## config.mk

```make
export PLATFORM = sky130hd
export DESIGN_NAME = vote_engine
export DESIGN_NICKNAME = d
export VERILOG_FILES = /design/src/design/vote_pkg.sv /design/src/design/trial_dispatcher.sv /design/src/design/trial_core.sv /design/src/design/vote_counter.sv /design/src/design/vote_engine.sv
export SDC_FILE = /design/constraint.sdc
export NUM_CORES = 1
export LEC_CHECK = 0
export ABC_AREA = 1
export BUFFER_PORTS_ARGS = -buffer_cell sky130_fd_sc_hd__clkbuf_2
export CORE_UTILIZATION = 30
export DETAILED_ROUTE_END_ITERATION = 10
export PLACE_DENSITY = 0.57
export SLEW_MARGIN = 25
export SYNTH_ARGS = -nofsm -noshare
export SYNTH_HDL_FRONTEND = slang
export SYNTH_SLANG_ARGS = --single-unit
```

## constraint.sdc

```tcl
create_clock -name clk -period 3.5 [get_ports clk]
set_input_delay 0.35 -clock clk [delete_from_list [all_inputs] [get_ports clk]]
set_output_delay 0.35 -clock clk [all_outputs]
set_load 0.1 [all_outputs]
```

## src/design/vote_pkg.sv

```systemverilog
`default_nettype none

package vote_pkg;

    // threshold width, also the lfsr sample width
    localparam int THR_W = 16;

    // rounds per core in one job
    localparam int ROUND_W = 12;

    // defaults picked up by the top level
    localparam int DEF_NUM_CORES = 4;
    // accumulator width
    localparam int DEF_SUM_W     = 20;
    // lfsr steps per trial
    localparam int DEF_SAMPLES   = 3;
    // issue queue depth per core
    localparam int DEF_CREDITS   = 2;

    // one signed vote
    // +1 or -1, zero in a cycle without a stored trial
    typedef logic signed [1:0] vote_t;

    localparam vote_t VOTE_POS  = 2'sb01;
    localparam vote_t VOTE_NEG  = 2'sb11;
    localparam vote_t VOTE_NONE = 2'sb00;

endpackage

`default_nettype wire

```

## src/design/trial_dispatcher.sv

```systemverilog
`default_nettype none

module trial_dispatcher #(
    parameter int NUM_CORES = 4,
    parameter int CREDITS   = 2
) (
    input  wire                          clk,
    input  wire                          rst,
    input  wire                          start,
    input  wire  [vote_pkg::ROUND_W-1:0] rounds,
    input  wire                          tie_bit,
    input  wire  [NUM_CORES-1:0]         credit_ret,
    output logic                         busy,
    output logic [NUM_CORES-1:0]         issue,
    output logic                         init,
    output logic                         init_even,
    output logic                         init_tie,
    output logic                         last
);

    import vote_pkg::*;

    // credit count 0..CREDITS
    localparam int CRD_W  = $clog2(CREDITS + 1);
    // returns in one cycle, 0..NUM_CORES
    localparam int RET_W  = $clog2(NUM_CORES + 1);
    // total trials of a job, NUM_CORES * rounds
    localparam int PEND_W = ROUND_W + RET_W;

    logic [ROUND_W-1:0] remaining [NUM_CORES];
    logic [CRD_W-1:0]   credit    [NUM_CORES];
    logic [PEND_W-1:0]  pending;
    logic [PEND_W-1:0]  job_total;
    logic [RET_W-1:0]   ret_cnt;
    logic               last_q;

    // start only taken when idle and the job has work
    assign init      = start && !busy && (rounds != '0);
    // total is odd only if core count and rounds are both odd
    assign init_even = (NUM_CORES % 2 == 0) || !rounds[0];
    assign init_tie  = tie_bit;
    assign job_total = PEND_W'(NUM_CORES) * PEND_W'(rounds);

    // trials coming back this cycle
    always_comb begin
        ret_cnt = '0;
        for (int k = 0; k < NUM_CORES; k++) begin
            ret_cnt = ret_cnt + RET_W'(credit_ret[k]);
        end
    end

    // one trial per core per cycle, gated by its own credit
    always_comb begin
        for (int k = 0; k < NUM_CORES; k++) begin
            issue[k] = busy && (remaining[k] != '0) && (credit[k] != '0);
        end
    end

    // final credit of the job lands this cycle
    assign last = busy && (ret_cnt != '0) && (PEND_W'(ret_cnt) == pending);

    always_ff @(posedge clk) begin
        if (rst) begin
            busy    <= 1'b0;
            pending <= '0;
            last_q  <= 1'b0;
        end else begin
            last_q <= last;
            if (init) begin
                busy    <= 1'b1;
                pending <= job_total;
            end else begin
                pending <= pending - PEND_W'(ret_cnt);
                // stay busy while the last votes go through the counter pipe
                if (last_q) begin
                    busy <= 1'b0;
                end
            end
        end
    end

    // per-core round and credit bookkeeping
    always_ff @(posedge clk) begin
        if (rst) begin
            for (int k = 0; k < NUM_CORES; k++) begin
                remaining[k] <= '0;
                credit[k]    <= CRD_W'(CREDITS);
            end
        end else begin
            for (int k = 0; k < NUM_CORES; k++) begin
                if (init) begin
                    remaining[k] <= rounds;
                end else if (issue[k]) begin
                    remaining[k] <= remaining[k] - ROUND_W'(1);
                end
                // issue takes a credit, a returned trial gives it back
                credit[k] <= credit[k] - CRD_W'(issue[k]) + CRD_W'(credit_ret[k]);
            end
        end
    end

endmodule

`default_nettype wire

```

## src/design/trial_core.sv

```systemverilog
`default_nettype none

module trial_core #(
    parameter int CORE_ID = 0,
    parameter int SAMPLES = 3,
    parameter int CREDITS = 2
) (
    input  wire                        clk,
    input  wire                        rst,
    input  wire  [vote_pkg::THR_W-1:0] threshold,
    input  wire                        issue,
    output logic                       store,
    output logic                       result,
    output logic                       credit_ret
);

    import vote_pkg::*;

    // queued plus running trials, bounded by the credits
    localparam int Q_W    = $clog2(CREDITS + 1);
    localparam int STEP_W = (SAMPLES > 1) ? $clog2(SAMPLES) : 1;

    // distinct seed per core
    localparam logic [THR_W-1:0] SEED_RAW = THR_W'(32'hACE1 + CORE_ID * 32'h0101);
    // an all-zero lfsr would lock up
    localparam logic [THR_W-1:0] SEED     = (SEED_RAW == '0) ? THR_W'(1) : SEED_RAW;

    logic [Q_W-1:0]    q_cnt;
    logic [STEP_W-1:0] step;
    logic [THR_W-1:0]  lfsr;
    logic [THR_W-1:0]  lfsr_nxt;
    logic              working;
    logic              finish;

    // core works whenever a trial is queued
    assign working = (q_cnt != '0);
    // last lfsr step of the current trial
    assign finish  = working && (step == STEP_W'(SAMPLES - 1));

    // fibonacci lfsr, x^16 + x^14 + x^13 + x^11 + 1
    assign lfsr_nxt = {lfsr[THR_W-2:0], lfsr[15] ^ lfsr[13] ^ lfsr[12] ^ lfsr[10]};

    always_ff @(posedge clk) begin
        if (rst) begin
            q_cnt <= '0;
            step  <= '0;
            lfsr  <= SEED;
            store <= 1'b0;
        end else begin
            q_cnt <= q_cnt + Q_W'(issue) - Q_W'(finish);
            store <= finish;
            if (working) begin
                lfsr <= lfsr_nxt;
                // next queued trial follows without a gap
                if (finish) begin
                    step <= '0;
                end else begin
                    step <= step + STEP_W'(1);
                end
            end
        end
    end

    // +1 when the final sample is at or below the threshold
    always_ff @(posedge clk) begin
        if (finish) begin
            result <= (lfsr_nxt <= threshold);
        end
    end

    // a stored result frees its queue slot
    assign credit_ret = store;

endmodule

`default_nettype wire

```

## src/design/vote_counter.sv

```systemverilog
`default_nettype none

module vote_counter #(
    parameter int NUM_CORES = 4,
    parameter int SUM_W     = 20
) (
    input  wire                     clk,
    input  wire                     rst,
    input  wire                     init,
    input  wire                     init_even,
    input  wire                     init_tie,
    input  wire                     last,
    input  wire  [NUM_CORES-1:0]    store,
    input  wire  [NUM_CORES-1:0]    result,
    output logic signed [SUM_W-1:0] vote_sum,
    output logic                    sign_bit,
    output logic                    done
);

    import vote_pkg::*;

    vote_t                   votes [NUM_CORES];
    vote_t                   tie_start;
    logic signed [SUM_W-1:0] part_sum;
    logic signed [SUM_W-1:0] stage1;
    logic signed [SUM_W-1:0] acc;
    logic [1:0]              last_pipe;

    // result bit to vote, nothing stored gives zero
    always_comb begin
        for (int k = 0; k < NUM_CORES; k++) begin
            if (store[k]) begin
                votes[k] = result[k] ? VOTE_POS : VOTE_NEG;
            end else begin
                votes[k] = VOTE_NONE;
            end
        end
    end

    // adder tree input, votes sign-extended to the sum width
    always_comb begin
        part_sum = '0;
        for (int k = 0; k < NUM_CORES; k++) begin
            part_sum = part_sum + SUM_W'(votes[k]);
        end
    end

    // even total could end at zero, so bias by one
    // odd total never ties
    always_comb begin
        if (init_even) begin
            tie_start = init_tie ? VOTE_NEG : VOTE_POS;
        end else begin
            tie_start = VOTE_NONE;
        end
    end

    always_ff @(posedge clk) begin
        if (rst) begin
            stage1    <= '0;
            acc       <= '0;
            last_pipe <= '0;
        end else begin
            // done lines up with the last vote reaching acc
            last_pipe <= {last_pipe[0], last};
            if (init) begin
                // new job, cores are idle here
                stage1 <= '0;
                acc    <= SUM_W'(tie_start);
            end else begin
                // stage 1 partial sum
                stage1 <= part_sum;
                // stage 2 accumulate
                acc    <= acc + stage1;
            end
        end
    end

    assign done     = last_pipe[1];
    assign vote_sum = acc;
    // negative sum means the -1 votes won
    assign sign_bit = acc[SUM_W-1];

endmodule

`default_nettype wire

```

## src/design/vote_engine.sv

```systemverilog
`default_nettype none

module vote_engine #(
    parameter int NUM_CORES = vote_pkg::DEF_NUM_CORES,
    parameter int SUM_W     = vote_pkg::DEF_SUM_W,
    parameter int SAMPLES   = vote_pkg::DEF_SAMPLES,
    parameter int CREDITS   = vote_pkg::DEF_CREDITS
) (
    input  wire                          clk,
    input  wire                          rst,
    input  wire                          start,
    input  wire  [vote_pkg::THR_W-1:0]   threshold,
    input  wire  [vote_pkg::ROUND_W-1:0] rounds,
    input  wire                          tie_bit,
    output logic                         busy,
    output logic                         done,
    output logic                         sign_bit,
    output logic signed [SUM_W-1:0]      vote_sum
);

    import vote_pkg::*;

    logic [THR_W-1:0]     thr_q;
    logic [NUM_CORES-1:0] issue;
    logic [NUM_CORES-1:0] store;
    logic [NUM_CORES-1:0] result;
    logic [NUM_CORES-1:0] credit_ret;
    logic                 init;
    logic                 init_even;
    logic                 init_tie;
    logic                 last;

    // job threshold, held for the whole run
    always_ff @(posedge clk) begin
        if (init) begin
            thr_q <= threshold;
        end
    end

    trial_dispatcher #(
        .NUM_CORES (NUM_CORES),
        .CREDITS   (CREDITS)
    ) u_dispatcher (
        .clk        (clk),
        .rst        (rst),
        .start      (start),
        .rounds     (rounds),
        .tie_bit    (tie_bit),
        .credit_ret (credit_ret),
        .busy       (busy),
        .issue      (issue),
        .init       (init),
        .init_even  (init_even),
        .init_tie   (init_tie),
        .last       (last)
    );

    // one trial core per lane, each with its own seed
    for (genvar k = 0; k < NUM_CORES; k++) begin : g_core
        trial_core #(
            .CORE_ID (k),
            .SAMPLES (SAMPLES),
            .CREDITS (CREDITS)
        ) u_core (
            .clk        (clk),
            .rst        (rst),
            .threshold  (thr_q),
            .issue      (issue[k]),
            .store      (store[k]),
            .result     (result[k]),
            .credit_ret (credit_ret[k])
        );
    end

    vote_counter #(
        .NUM_CORES (NUM_CORES),
        .SUM_W     (SUM_W)
    ) u_counter (
        .clk       (clk),
        .rst       (rst),
        .init      (init),
        .init_even (init_even),
        .init_tie  (init_tie),
        .last      (last),
        .store     (store),
        .result    (result),
        .vote_sum  (vote_sum),
        .sign_bit  (sign_bit),
        .done      (done)
    );

endmodule

`default_nettype wire

```

==> Word level (Yosys, flattened, before mapping) <==
Memory sizes are Yosys's and may differ from the RTL's.
Cells that the tools add are included.
{ "totals": {"input_bits": 32, "elab_cells": 179, "reg_bits": 163, "mem_count": 2, "mem_bits_rw": 56} }
{ "classes": {"n_bitwise": 24, "eq_ne": 5, "n_lt_le_gt_ge": 4, "n_mux": 51, "n_addsub": 32, "n_reduce_logical": 33} }
{ "mem_list": {"columns": ["name", "depth", "word_bits", "rd", "rd_ports_with_merged_regs", "wr", "line_no", "source"], "rows": [
  ["u_dispatcher.remaining", 4, 12, 4, 0, 4, "trial_dispatcher.sv:30", "logic [ROUND_W-1:0] remaining [NUM_CORES];"],
  ["u_dispatcher.credit", 4, 2, 4, 0, 4, "trial_dispatcher.sv:31", "logic [CRD_W-1:0] credit [NUM_CORES];"]
]} }
{ "ops": {"columns": ["operator", "count"], "rows": [
  ["two-way mux 12 bit", 8],
  ["less-or-equal comparator 16 bit", 4],
  ["nonzero test 12 bit", 5],
  ["subtractor 12 x 1 -> 12 bit (second input constant)", 4],
  ["two-way mux 2 bit", 17],
  ["two-way mux 1 bit", 24],
  ["adder 20 x 2 -> 20 bit", 1],
  ["adder 20 bit", 1],
  ["two-way mux 20 bit", 1],
  ["nonzero test 2 bit", 9],
  ["adder 2 x 1 -> 2 bit", 8],
  ["logical AND 1 bit", 16],
  ["subtractor 2 x 1 -> 2 bit", 8],
  ["== test 3 x 15 -> 1 bit", 1],
  ["subtractor 15 x 3 -> 15 bit", 1],
  ["two-way mux 14 bit", 1],
  ["OR 1 bit", 12],
  ["bitwise XOR 1 bit", 12],
  ["adder 2 x 1 -> 2 bit (second input constant)", 4],
  ["== test 2 bit (second input constant)", 4],
  ["adder 3 x 1 -> 3 bit", 2],
  ["adder 3 x 2 -> 4 bit", 1],
  ["adder 2 x 2 -> 3 bit", 1],
  ["nonzero test 3 bit", 1],
  ["other kinds (3)", 3]
]} }

==> Longest topological paths before layout <==
Gate-level depths: netlist of the first run.
An unclocked memory read counts as a cell.
{ "logic_depth": {"word_depth": 9, "depth_mapped": 16, "depth_no_buf": 16} }

==> Modules after synthesis <==
A second synthesis of the first run with hierarchy kept.
{ "unflattened": {"cells_unflattened": 1619, "hier_area_um2": 12293.0} }
{ "by_module_without_submodules": {"columns": ["module", "area_per_inst_um2", "seq_area_each_um2", "cells_each", "instances"], "rows": [
  ["trial_dispatcher", 4560.6, 1941.9, 590, 1],
  ["trial_core at g_core[1].u_core ...", 1258.7, 450.4, 171, 2],
  ["vote_counter", 2152.1, 540.5, 329, 1],
  ["trial_core at g_core[0].u_core", 1298.7, 450.4, 171, 1],
  ["trial_core at g_core[2].u_core", 1283.7, 450.4, 171, 1],
  ["vote_engine", 480.5, 480.5, 16, 1]
]} }

==> Least setup slack after synthesis of the first run <==
No wires, ideal clock.
{ "synth_timing": {"path_type": "register to register", "startpoint": "reg g_core[1].u_core.store", "endpoint": "reg u_counter.stage1[12]", "arrival_ns": 3.449, "t_required_ns": 3.384, "path_slack_ns": -0.065, "stages_incl_launch_ff": 14, "path_buffers": 0, "cell_sequence": "dfxtp_1 -> inv_1 -> nor2_1 -> fa_1 -> ha_1 -> fa_1 -> inv_1 -> ha_1 -> nor2_1 -> inv_1 -> o31ai_1 -> fa_1 -> fa_1 -> nor2_1"} }
{ "synth_via": {"elab_chain_len": 4} }
{ "synth_rtl": {"columns": ["item", "line_no", "source"], "rows": [
  ["from (decl)", "trial_core.sv:12", "output logic store,"],
  ["from (signal assigned)", "trial_core.sv:51", "store <= finish;"],
  ["two-way mux 2 bit", "vote_counter.sv:32", "if (store[k]) begin"],
  ["adder 2 x 2 -> 3 bit", "vote_counter.sv:44", "part_sum = part_sum + SUM_W'(votes[k]);"],
  ["adder 3 x 2 -> 4 bit", "vote_counter.sv:44", null],
  ["adder 20 x 2 -> 20 bit", "vote_counter.sv:44", null],
  ["to (signal assigned)", "vote_counter.sv:72", "stage1 <= part_sum;"],
  ["to (decl)", "vote_counter.sv:25", "logic signed [SUM_W-1:0] stage1;"]
]} }
No other way between the ends.
A chain may end at the register's enable or synchronous reset.

==> Worst setup path after layout of the first run <==
{ "layout_timing": {"startpoint": "reg g_core[0].u_core.store", "endpoint": "reg u_counter.stage1[12]"} }
{ "layout_via": {"elab_chain_len": 4} }
{ "layout_rtl": {"columns": ["item", "line_no"], "rows": [
  ["from (decl)", "trial_core.sv:12"],
  ["from (signal assigned)", "trial_core.sv:51"],
  ["two-way mux 2 bit", "vote_counter.sv:32"],
  ["adder 2 x 2 -> 3 bit", "vote_counter.sv:44"],
  ["adder 3 x 2 -> 4 bit", "vote_counter.sv:44"],
  ["adder 20 x 2 -> 20 bit", "vote_counter.sv:44"]
]} }
No other way between the ends.

==> results.yml, run 1 <==
synthesis:
  synthArstFlopShare_pct: 0
  yosysSeqAreaShare_pct: 41.5
  synthTopCellsByArea: "dfxtp_1 25%, edfxtp_1 17%, ha_1 12%, nand2_1 11%, nor2_1 5.7%"
  synth_edf_count: 68
  syn_area_per_cell_sq_um: 8.03
  syn_nets: 1664
  ys.flop_type: "dfxtp_1"
  synth_area_sq_mm: 0.0120
  synth_cells: 1501
  yosysUniqueCellTypes: 40
  yosysWarnings: 0
  ys_ff_latch: 216
  synth_top_area_share_pct: 24.6
  yosysTopAreaCell: "dfxtp_1"
detailed_routing:
  drc: 0
  detail_route.first_pass.iterations: 4
  ant_nets: 0
  avgRoutedWirePerCell_microns: 13.3
  vias_per_cell: 4.57
  wirelength_microns: 28200
  vias: 9711
  first_iter_violations: 503
worst_setup_path:
  startpoint_type: "flip-flop"
  cp_data_arrival_time_ps: 3740
  worstRegToRegCells: 12
  worst_setup_path_end_kind: "flip-flop"
  critPathMaxFanout: 3
  crit_required_ps: 3920
  path_class: "flip-flop to flip-flop"
  r2r_slack_ps: 180
run_status:
  outcome: "completed"
layout:
  fill_cells: 4122
  layout_commonest_cell: "nand2_1"
  finalCoreUtilization_pct: 35.4
  drive_gt1_share_pct: 8.56
  diodes: 0
  nets: 1743
  area_delta_synth_final_pct: 16.4
  final_cell_mix: "348 x nand2_1, 182 x nor2_1, 178 x inv_1"
pwr:
  ir_drop_uv: 389
  p_sw_w: 0.00390
  p_per_area_mw_per_mm2: 741
  cellLeakagePower_nw: 6.69
  clock_power_share_pct: 28.2
  pwr-share-seq_pct: 37.1
  p_int_w: 0.00649
  comb_power_share_pct: 34.7
  netSwitchingFraction_pct: 37.5
floorplan:
  die_h_microns: 202
  dieArea_sq_mm: 0.0410
  ios: 55
  initial_utilization_pct: 30.4
  core_sq_mm: 0.0396
  num_rows: 73
  fp.dieW_microns: 202
placed_design:
  numPortBuffers: 54
  gp_routability_congestion: 0.866
  dpl.hpwl_microns: 20100
  dpl_worst_slack_ps: 82.7
clocking:
  clk_path_buf_depth: 3
  clk_latency_ps: 560
  post-cts-setup-buffers: 0
  cts_made_buffers: 26
  clock_sinks: 216
  cts_tree: "done"
  root_buffer: "clkbuf_16"
  path_clk_slew_ps: 60
  htreeDepth: 1
sta:
  relSlewSlack_pct: 50.0
  period_share_pct: 94.9
  slew_viol_final: 0
  tightestPinTransition_ps: 747
  max_freq_mhz: 301
  grt_setup_unrepaired: "no"
  fin_crit_ps: 3320
  fin_ws_ps: 178
  hold_viol: 0
  fin_setup_tns_ps: 0
  setup_viol: 0
  skew_ps: 30.1
job:
  drv_cap: 0
grt:
  antenna_found_initial: 0
  grt_max_degree: 61
  grt_usage_pct: 14.0
  overflow: 0
  first_global_vias: 9456
  grt_pass1_wl_microns: 46900
min_path:
  hold_depth: 3
  hold_path.class: "input port to flip-flop"
-- through the flow --
stage                     total power [W]  std cells  hold WS [ps]  area, sq um
after CTS                          0.0105       2125           185        14000
after detailed placement          0.00749       2061           422        12900
after global routing               0.0112       2125           218        14000
after global placement            0.00738       2061           419        12900
after floorplan                   0.00662       1501           410        12000
final                              0.0104       2125           200        14000
-- power groups by stage --
stage / Sequential (W) / Clock (W) / Combinational (W)
2_1_floorplan: 0.00393 / 0 / 0.00269
3_3_place_gp: 0.00388 / 0 / 0.00350
3_5_place_dp: 0.00390 / 0 / 0.00359
4_1_cts: 0.00385 / 0.00300 / 0.00363
5_1_grt: 0.00395 / 0.00309 / 0.00420
6_report: 0.00385 / 0.00293 / 0.00361
-- layout make-up --
type                       instances  area, sq um  share of cell area, %
multi-input combinational       1066         6210                   44.3
clock buffer                      33          717                   5.11
inverter                         189          709                   5.06
clock inverter                    15          214                   1.53
sequential                       216         5010                   35.7
timing repair buffer              81          513                   3.66
tap                              525          657                   4.68
-- repair_timing --
| action | in CTS | in global routing |
|---|---|---|
| hold buffers | 16 | 0 |
| endpoints found under the hold margin | 16 | 0 |
| endpoints found under the setup margin | 0 | 2 |
| gates resized for setup | 0 | 5 |
-- cell usage after synthesis, drive strengths merged, types with 3 or more instances --
library cell,n
and2,3
nand3b,6
clkinv,5
xor2,39
xnor2,25
clkbuf,18
o21ai,103
dfxtp,148
nand2,352
ha,113
a21oi,73
a21boi,3
fa,18
edfxtp,68
nand4,9
or2,4
nor3,23
o211ai,5
a211oi,8
buf,12
nor4,6
nand3,81
nor2,186
inv,184
-- routing by layer --
metal	global-route usage [%]	up-vias	share of wire [%]	wire length [microns]
met5	0	-	0	0
met4	3.33	0	1.9	532
met3	2.02	39	4.2	1170
met2	22.8	178	45	12600
met1	19.3	4457	49	13900
li1	-	5037	-	-
-- state kept, by name, indices dropped and copies added, names as in the netlist --
| signal | flops |
|---|---|
| g_core.u_core.credit_ret | 4 |
| g_core.u_core.lfsr | 64 |
| g_core.u_core.q_cnt | 8 |
| g_core.u_core.result | 4 |
| g_core.u_core.step | 8 |
| thr_q | 16 |
| u_counter.last_pipe | 2 |
| u_counter.stage1 | 18 |
| u_counter.vote_sum | 20 |
| u_dispatcher.busy | 1 |
| u_dispatcher.credit | 8 |
| u_dispatcher.pending | 15 |
| u_dispatcher.remaining | 48 |
-- final timing paths --
kind,startpoint,endpoint
min reg2reg,u_counter.last_pipe[0]$_SDFF_PP0_,u_counter.last_pipe[1]$_SDFF_PP0_
max,g_core[0].u_core.credit_ret$_SDFF_PP0_,u_counter.stage1[12]$_SDFF_PP0_
max reg2reg,g_core[0].u_core.credit_ret$_SDFF_PP0_,u_counter.stage1[12]$_SDFF_PP0_
min,rounds[9],u_dispatcher.pending[11]$_SDFF_PP0_
-- critical path: stages (launching register included) --
cell     delay, ps
dfxtp_2        360
inv_1           60
nor2_1         140
fa_1           460
ha_1           230
fa_1           440
ha_1           320
nand2_1         60
inv_1          120
o31ai_2         90
fa_2           370
fa_1           500
nor2_1          50
-- cell families (layout without fill, tap and decap cells) --
logic type               count (synthesis)  in the layout  share of synthesized area, %
flip-flops                             216            216                          41.5
XOR/XNOR                                64             64                          4.65
AND/OR/NAND/NOR                        672            672                          23.3
adder cells (fa/ha/maj)                131            131                          14.7
AO/OA/AOI/OAI                          199            199                          8.78
buffers and inverters                  219            318                          7.03
Power figures use the tool's default switching activity.
==> run 2, diff against run 1 <==
CTS_BUF_LIST = sky130_fd_sc_hd__clkbuf_4   (was not set)
SYNTH_HIERARCHICAL = 1   (was not set)
==> run 2 against run 1 <==
Clock-buffer cell count is 55 higher. First-iteration DRC count up 7.6%. Critical path type unchanged. Largest cell class unchanged. Largest power group is now combinational logic. Core utilization decreased by 0.26 points. Highest routed layer unchanged. Global-route usage is 0.62 points higher. Power decreased by 4.5%. Flip-flop and latch count decreased by 12.
==> results.yml, run 2 <==
min_path:
  whs_endpoint: "thr_q[2]$_DFFE_PP_"
  hold_depth: 2
  hold_path.class: "input port to flip-flop"
  hp-start: "threshold[2]"
clocking:
  hold_buffers: 32
  cts-resized-gates: 0
  cts_made_buffers: 59
  root_buffer: "clkbuf_4"
  clock_sinks: 204
  clk_path_buf_depth: 3
  post-cts-setup-buffers: 0
  clk_latency_ps: 810
  cts_tree: "done"
  path_clk_slew_ps: 70
  htreeDepth: 2
worst_setup_path:
  crit_required_ps: 4190
  rr_startpoint: "g_core[0].u_core/credit_ret$_SDFF_PP0_"
  critPathMaxFanout: 6
  rr_endpoint: "u_dispatcher/pending[12]$_SDFF_PP0_"
  worstRegToRegCells: 15
  path_class: "flip-flop to flip-flop"
  startpoint_type: "flip-flop"
  cp_data_arrival_time_ps: 3900
  r2r_slack_ps: 290
  worst_setup_path_end_kind: "flip-flop"
pwr:
  p_int_w: 0.00582
  ir_drop_uv: 359
  power_w: 0.00992
  netSwitchingFraction_pct: 41.3
  p_sw_w: 0.00410
  comb_power_share_pct: 39.2
  clock_power_share_pct: 22.9
  p_per_area_mw_per_mm2: 705
  cellLeakagePower_nw: 7.13
  pwr-share-seq_pct: 37.9
detailed_routing:
  first_iter_violations: 541
  avgRoutedWirePerCell_microns: 12.7
  wirelength_microns: 29500
  ant_nets: 0
  vias_per_cell: 4.45
  detail_route.first_pass.iterations: 5
  vias: 10292
  drc: 0
sta:
  setup_viol: 0
  skew_ps: 83.4
  grt_setup_unrepaired: "no"
  tightestPinTransition_ps: 856
  hold_viol: 0
  slew_viol_final: 0
  fin_setup_tns_ps: 0
  period_share_pct: 91.8
  max_freq_mhz: 311
  relSlewSlack_pct: 42.8
  fin_crit_ps: 3210
placed_design:
  numPortBuffers: 54
  gp_routability_congestion: 0.842
  dp.cells: 2170
  dpl.hpwl_microns: 20800
layout:
  regMostFlops: "g_core.u_core/lfsr"
  largest_reg_flops: 64
  final-instance-count-excl-fill: 2315
  area_delta_synth_final_pct: 14.5
  nets: 1888
  layout_commonest_cell: "nand2_1"
  multi_input_comb_area_sq_mm: 0.00639
  fill_cells: 4235
  regArea_sq_mm: 0.00476
  finalCoreUtilization_pct: 35.1
  drive_gt1_share_pct: 11.9
  final_cell_mix: "444 x nand2_1, 227 x inv_1, 192 x nor2_1"
synthesis:
  synth_top_family_by_area: "simple AND/OR/NAND/NOR gates"
  synth_mux_area_share_pct: 0
  synthTopCellsByArea: "dfxtp_1 22%, edfxtp_1 17%, nand2_1 14%, ha_1 11%, inv_1 6.9%"
  synth_simple_gate_area_share_pct: 28.9
  synth_top_area_share_pct: 22.1
  synth_cells: 1619
  synth_edf_count: 68
  yosysWarnings: 6
  yosysMostFrequentCell: "nand2_1"
  synth_xor_xnor_area_share_pct: 3.92
  synth_fa_ha_area_share_pct: 12.4
  syn_nets: 1769
  yosysSeqAreaShare_pct: 38.8
  yosysTopAreaCell: "dfxtp_1"
  ys_ff_latch: 204
  synth_compound_area_share_pct: 6.69
  ys.flop_type: "dfxtp_1"
  synthTopCellsByCount: "444 x nand2_1, 227 x inv_1, 192 x nor2_1"
  synth_area_sq_mm: 0.0123
  syn_area_per_cell_sq_um: 7.59
  yosysUniqueCellTypes: 43
  synthArstFlopShare_pct: 0
grt:
  first_global_vias: 10059
  grt_usage_pct: 14.6
  overflow: 0
  grt_max_degree: 35
  grt_pass1_wl_microns: 48900
  antenna_found_initial: 1
run_status:
  outcome: "completed"
floorplan:
  die_h_microns: 204
  core_sq_mm: 0.0401
  num_rows: 73
  ios: 55
  initial_utilization_pct: 30.7
  dieArea_sq_mm: 0.0418
  fp.dieW_microns: 204
job:
  drv_cap: 0
==> run 2: cell types whose count changed in the layout (fill, tap and decap cells not counted), sizes merged, moves of 12 or more <==
| cell | change |
|---|---|
| dfxtp | -12 |
| nand3 | +19 |
| dlygate4sd3 | +16 |
| nor2 | +19 |
| nand2 | +113 |
| inv | +50 |
| o21ai | -27 |
| clkbuf | +55 |
| xor2 | -19 |
==> run 2: cell type report <==
type                       count  share of cell area (%)
tap                          525                    4.67
inverter                     234                    6.26
sequential                   204                    33.8
multi-input combinational   1150                    45.4
timing repair buffer          89                    4.35
clock inverter                24                   0.782
antenna                        1                  0.0178
clock buffer                  88                    4.69
==> run 2: critical path, stage by stage, from the launching register on <==
cell	delay, ps
dfxtp_1	380
inv_1	90
fa_1	530
inv_1	40
ha_1	170
ha_1	320
fa_1	400
inv_1	70
nand2_1	60
nand2_1	160
inv_1	90
nand2_1	70
nand2_1	50
nand4_1	60
nand2_1	60
dlygate4sd3_1	550
==> run 2: routing by layer <==
layer	global-route usage [%]	part of all wire (%)
met1	18.2	48
met2	24.5	46
met3	2.93	3.7
met4	5.78	2.5
met5	0	0
==> run 2: metrics by stage <==
| stage | hold slack, ps | setup slack, ps | area, sq um |
|---|---|---|---|
| after global routing | 198 | 63.4 | 14100 |
| after CTS | 191 | 289 | 14100 |
| after global placement | 414 | 739 | 13000 |
| final | 294 | 287 | 14100 |
| after detailed placement | 427 | 699 | 13000 |
| after floorplan | 388 | 965 | 12300 |
==> run 2: how the worst max path moves through the flow <==
stage	from	to	slack (ps)	cells past startpoint
global route	g_core[0].u_core/credit_ret$_SDFF_PP0_	u_dispatcher/pending[12]$_SDFF_PP0_	60	15
global placement	g_core[0].u_core/credit_ret$_SDFF_PP0_	u_dispatcher/pending[9]$_SDFF_PP0_	740	15
finish	g_core[0].u_core/credit_ret$_SDFF_PP0_	u_dispatcher/pending[12]$_SDFF_PP0_	290	15
CTS	g_core[0].u_core/credit_ret$_SDFF_PP0_	u_dispatcher/pending[12]$_SDFF_PP0_	290	15
floorplan	g_core[0].u_core/credit_ret$_SDFF_PP0_	u_dispatcher/pending[9]$_SDFF_PP0_	960	15
detailed placement	g_core[0].u_core/credit_ret$_SDFF_PP0_	u_dispatcher/pending[9]$_SDFF_PP0_	700	15
==> run 2: cells by family after synthesis <==
group | count (synthesis)
simple gates | 825
xor+xnor | 55
compound gates | 151
flops | 204
fa+ha+maj | 118
buf+inv | 265
other cells | 1
==> run 2: power groups by stage <==
stage,clock network (W),registers (W),logic (W)
2_1_floorplan,0,0.00377,0.00313
4_1_cts,0.00240,0.00376,0.00392
6_report,0.00228,0.00376,0.00389
3_5_place_dp,0,0.00380,0.00387
5_1_grt,0.00253,0.00385,0.00454
3_3_place_gp,0,0.00379,0.00374
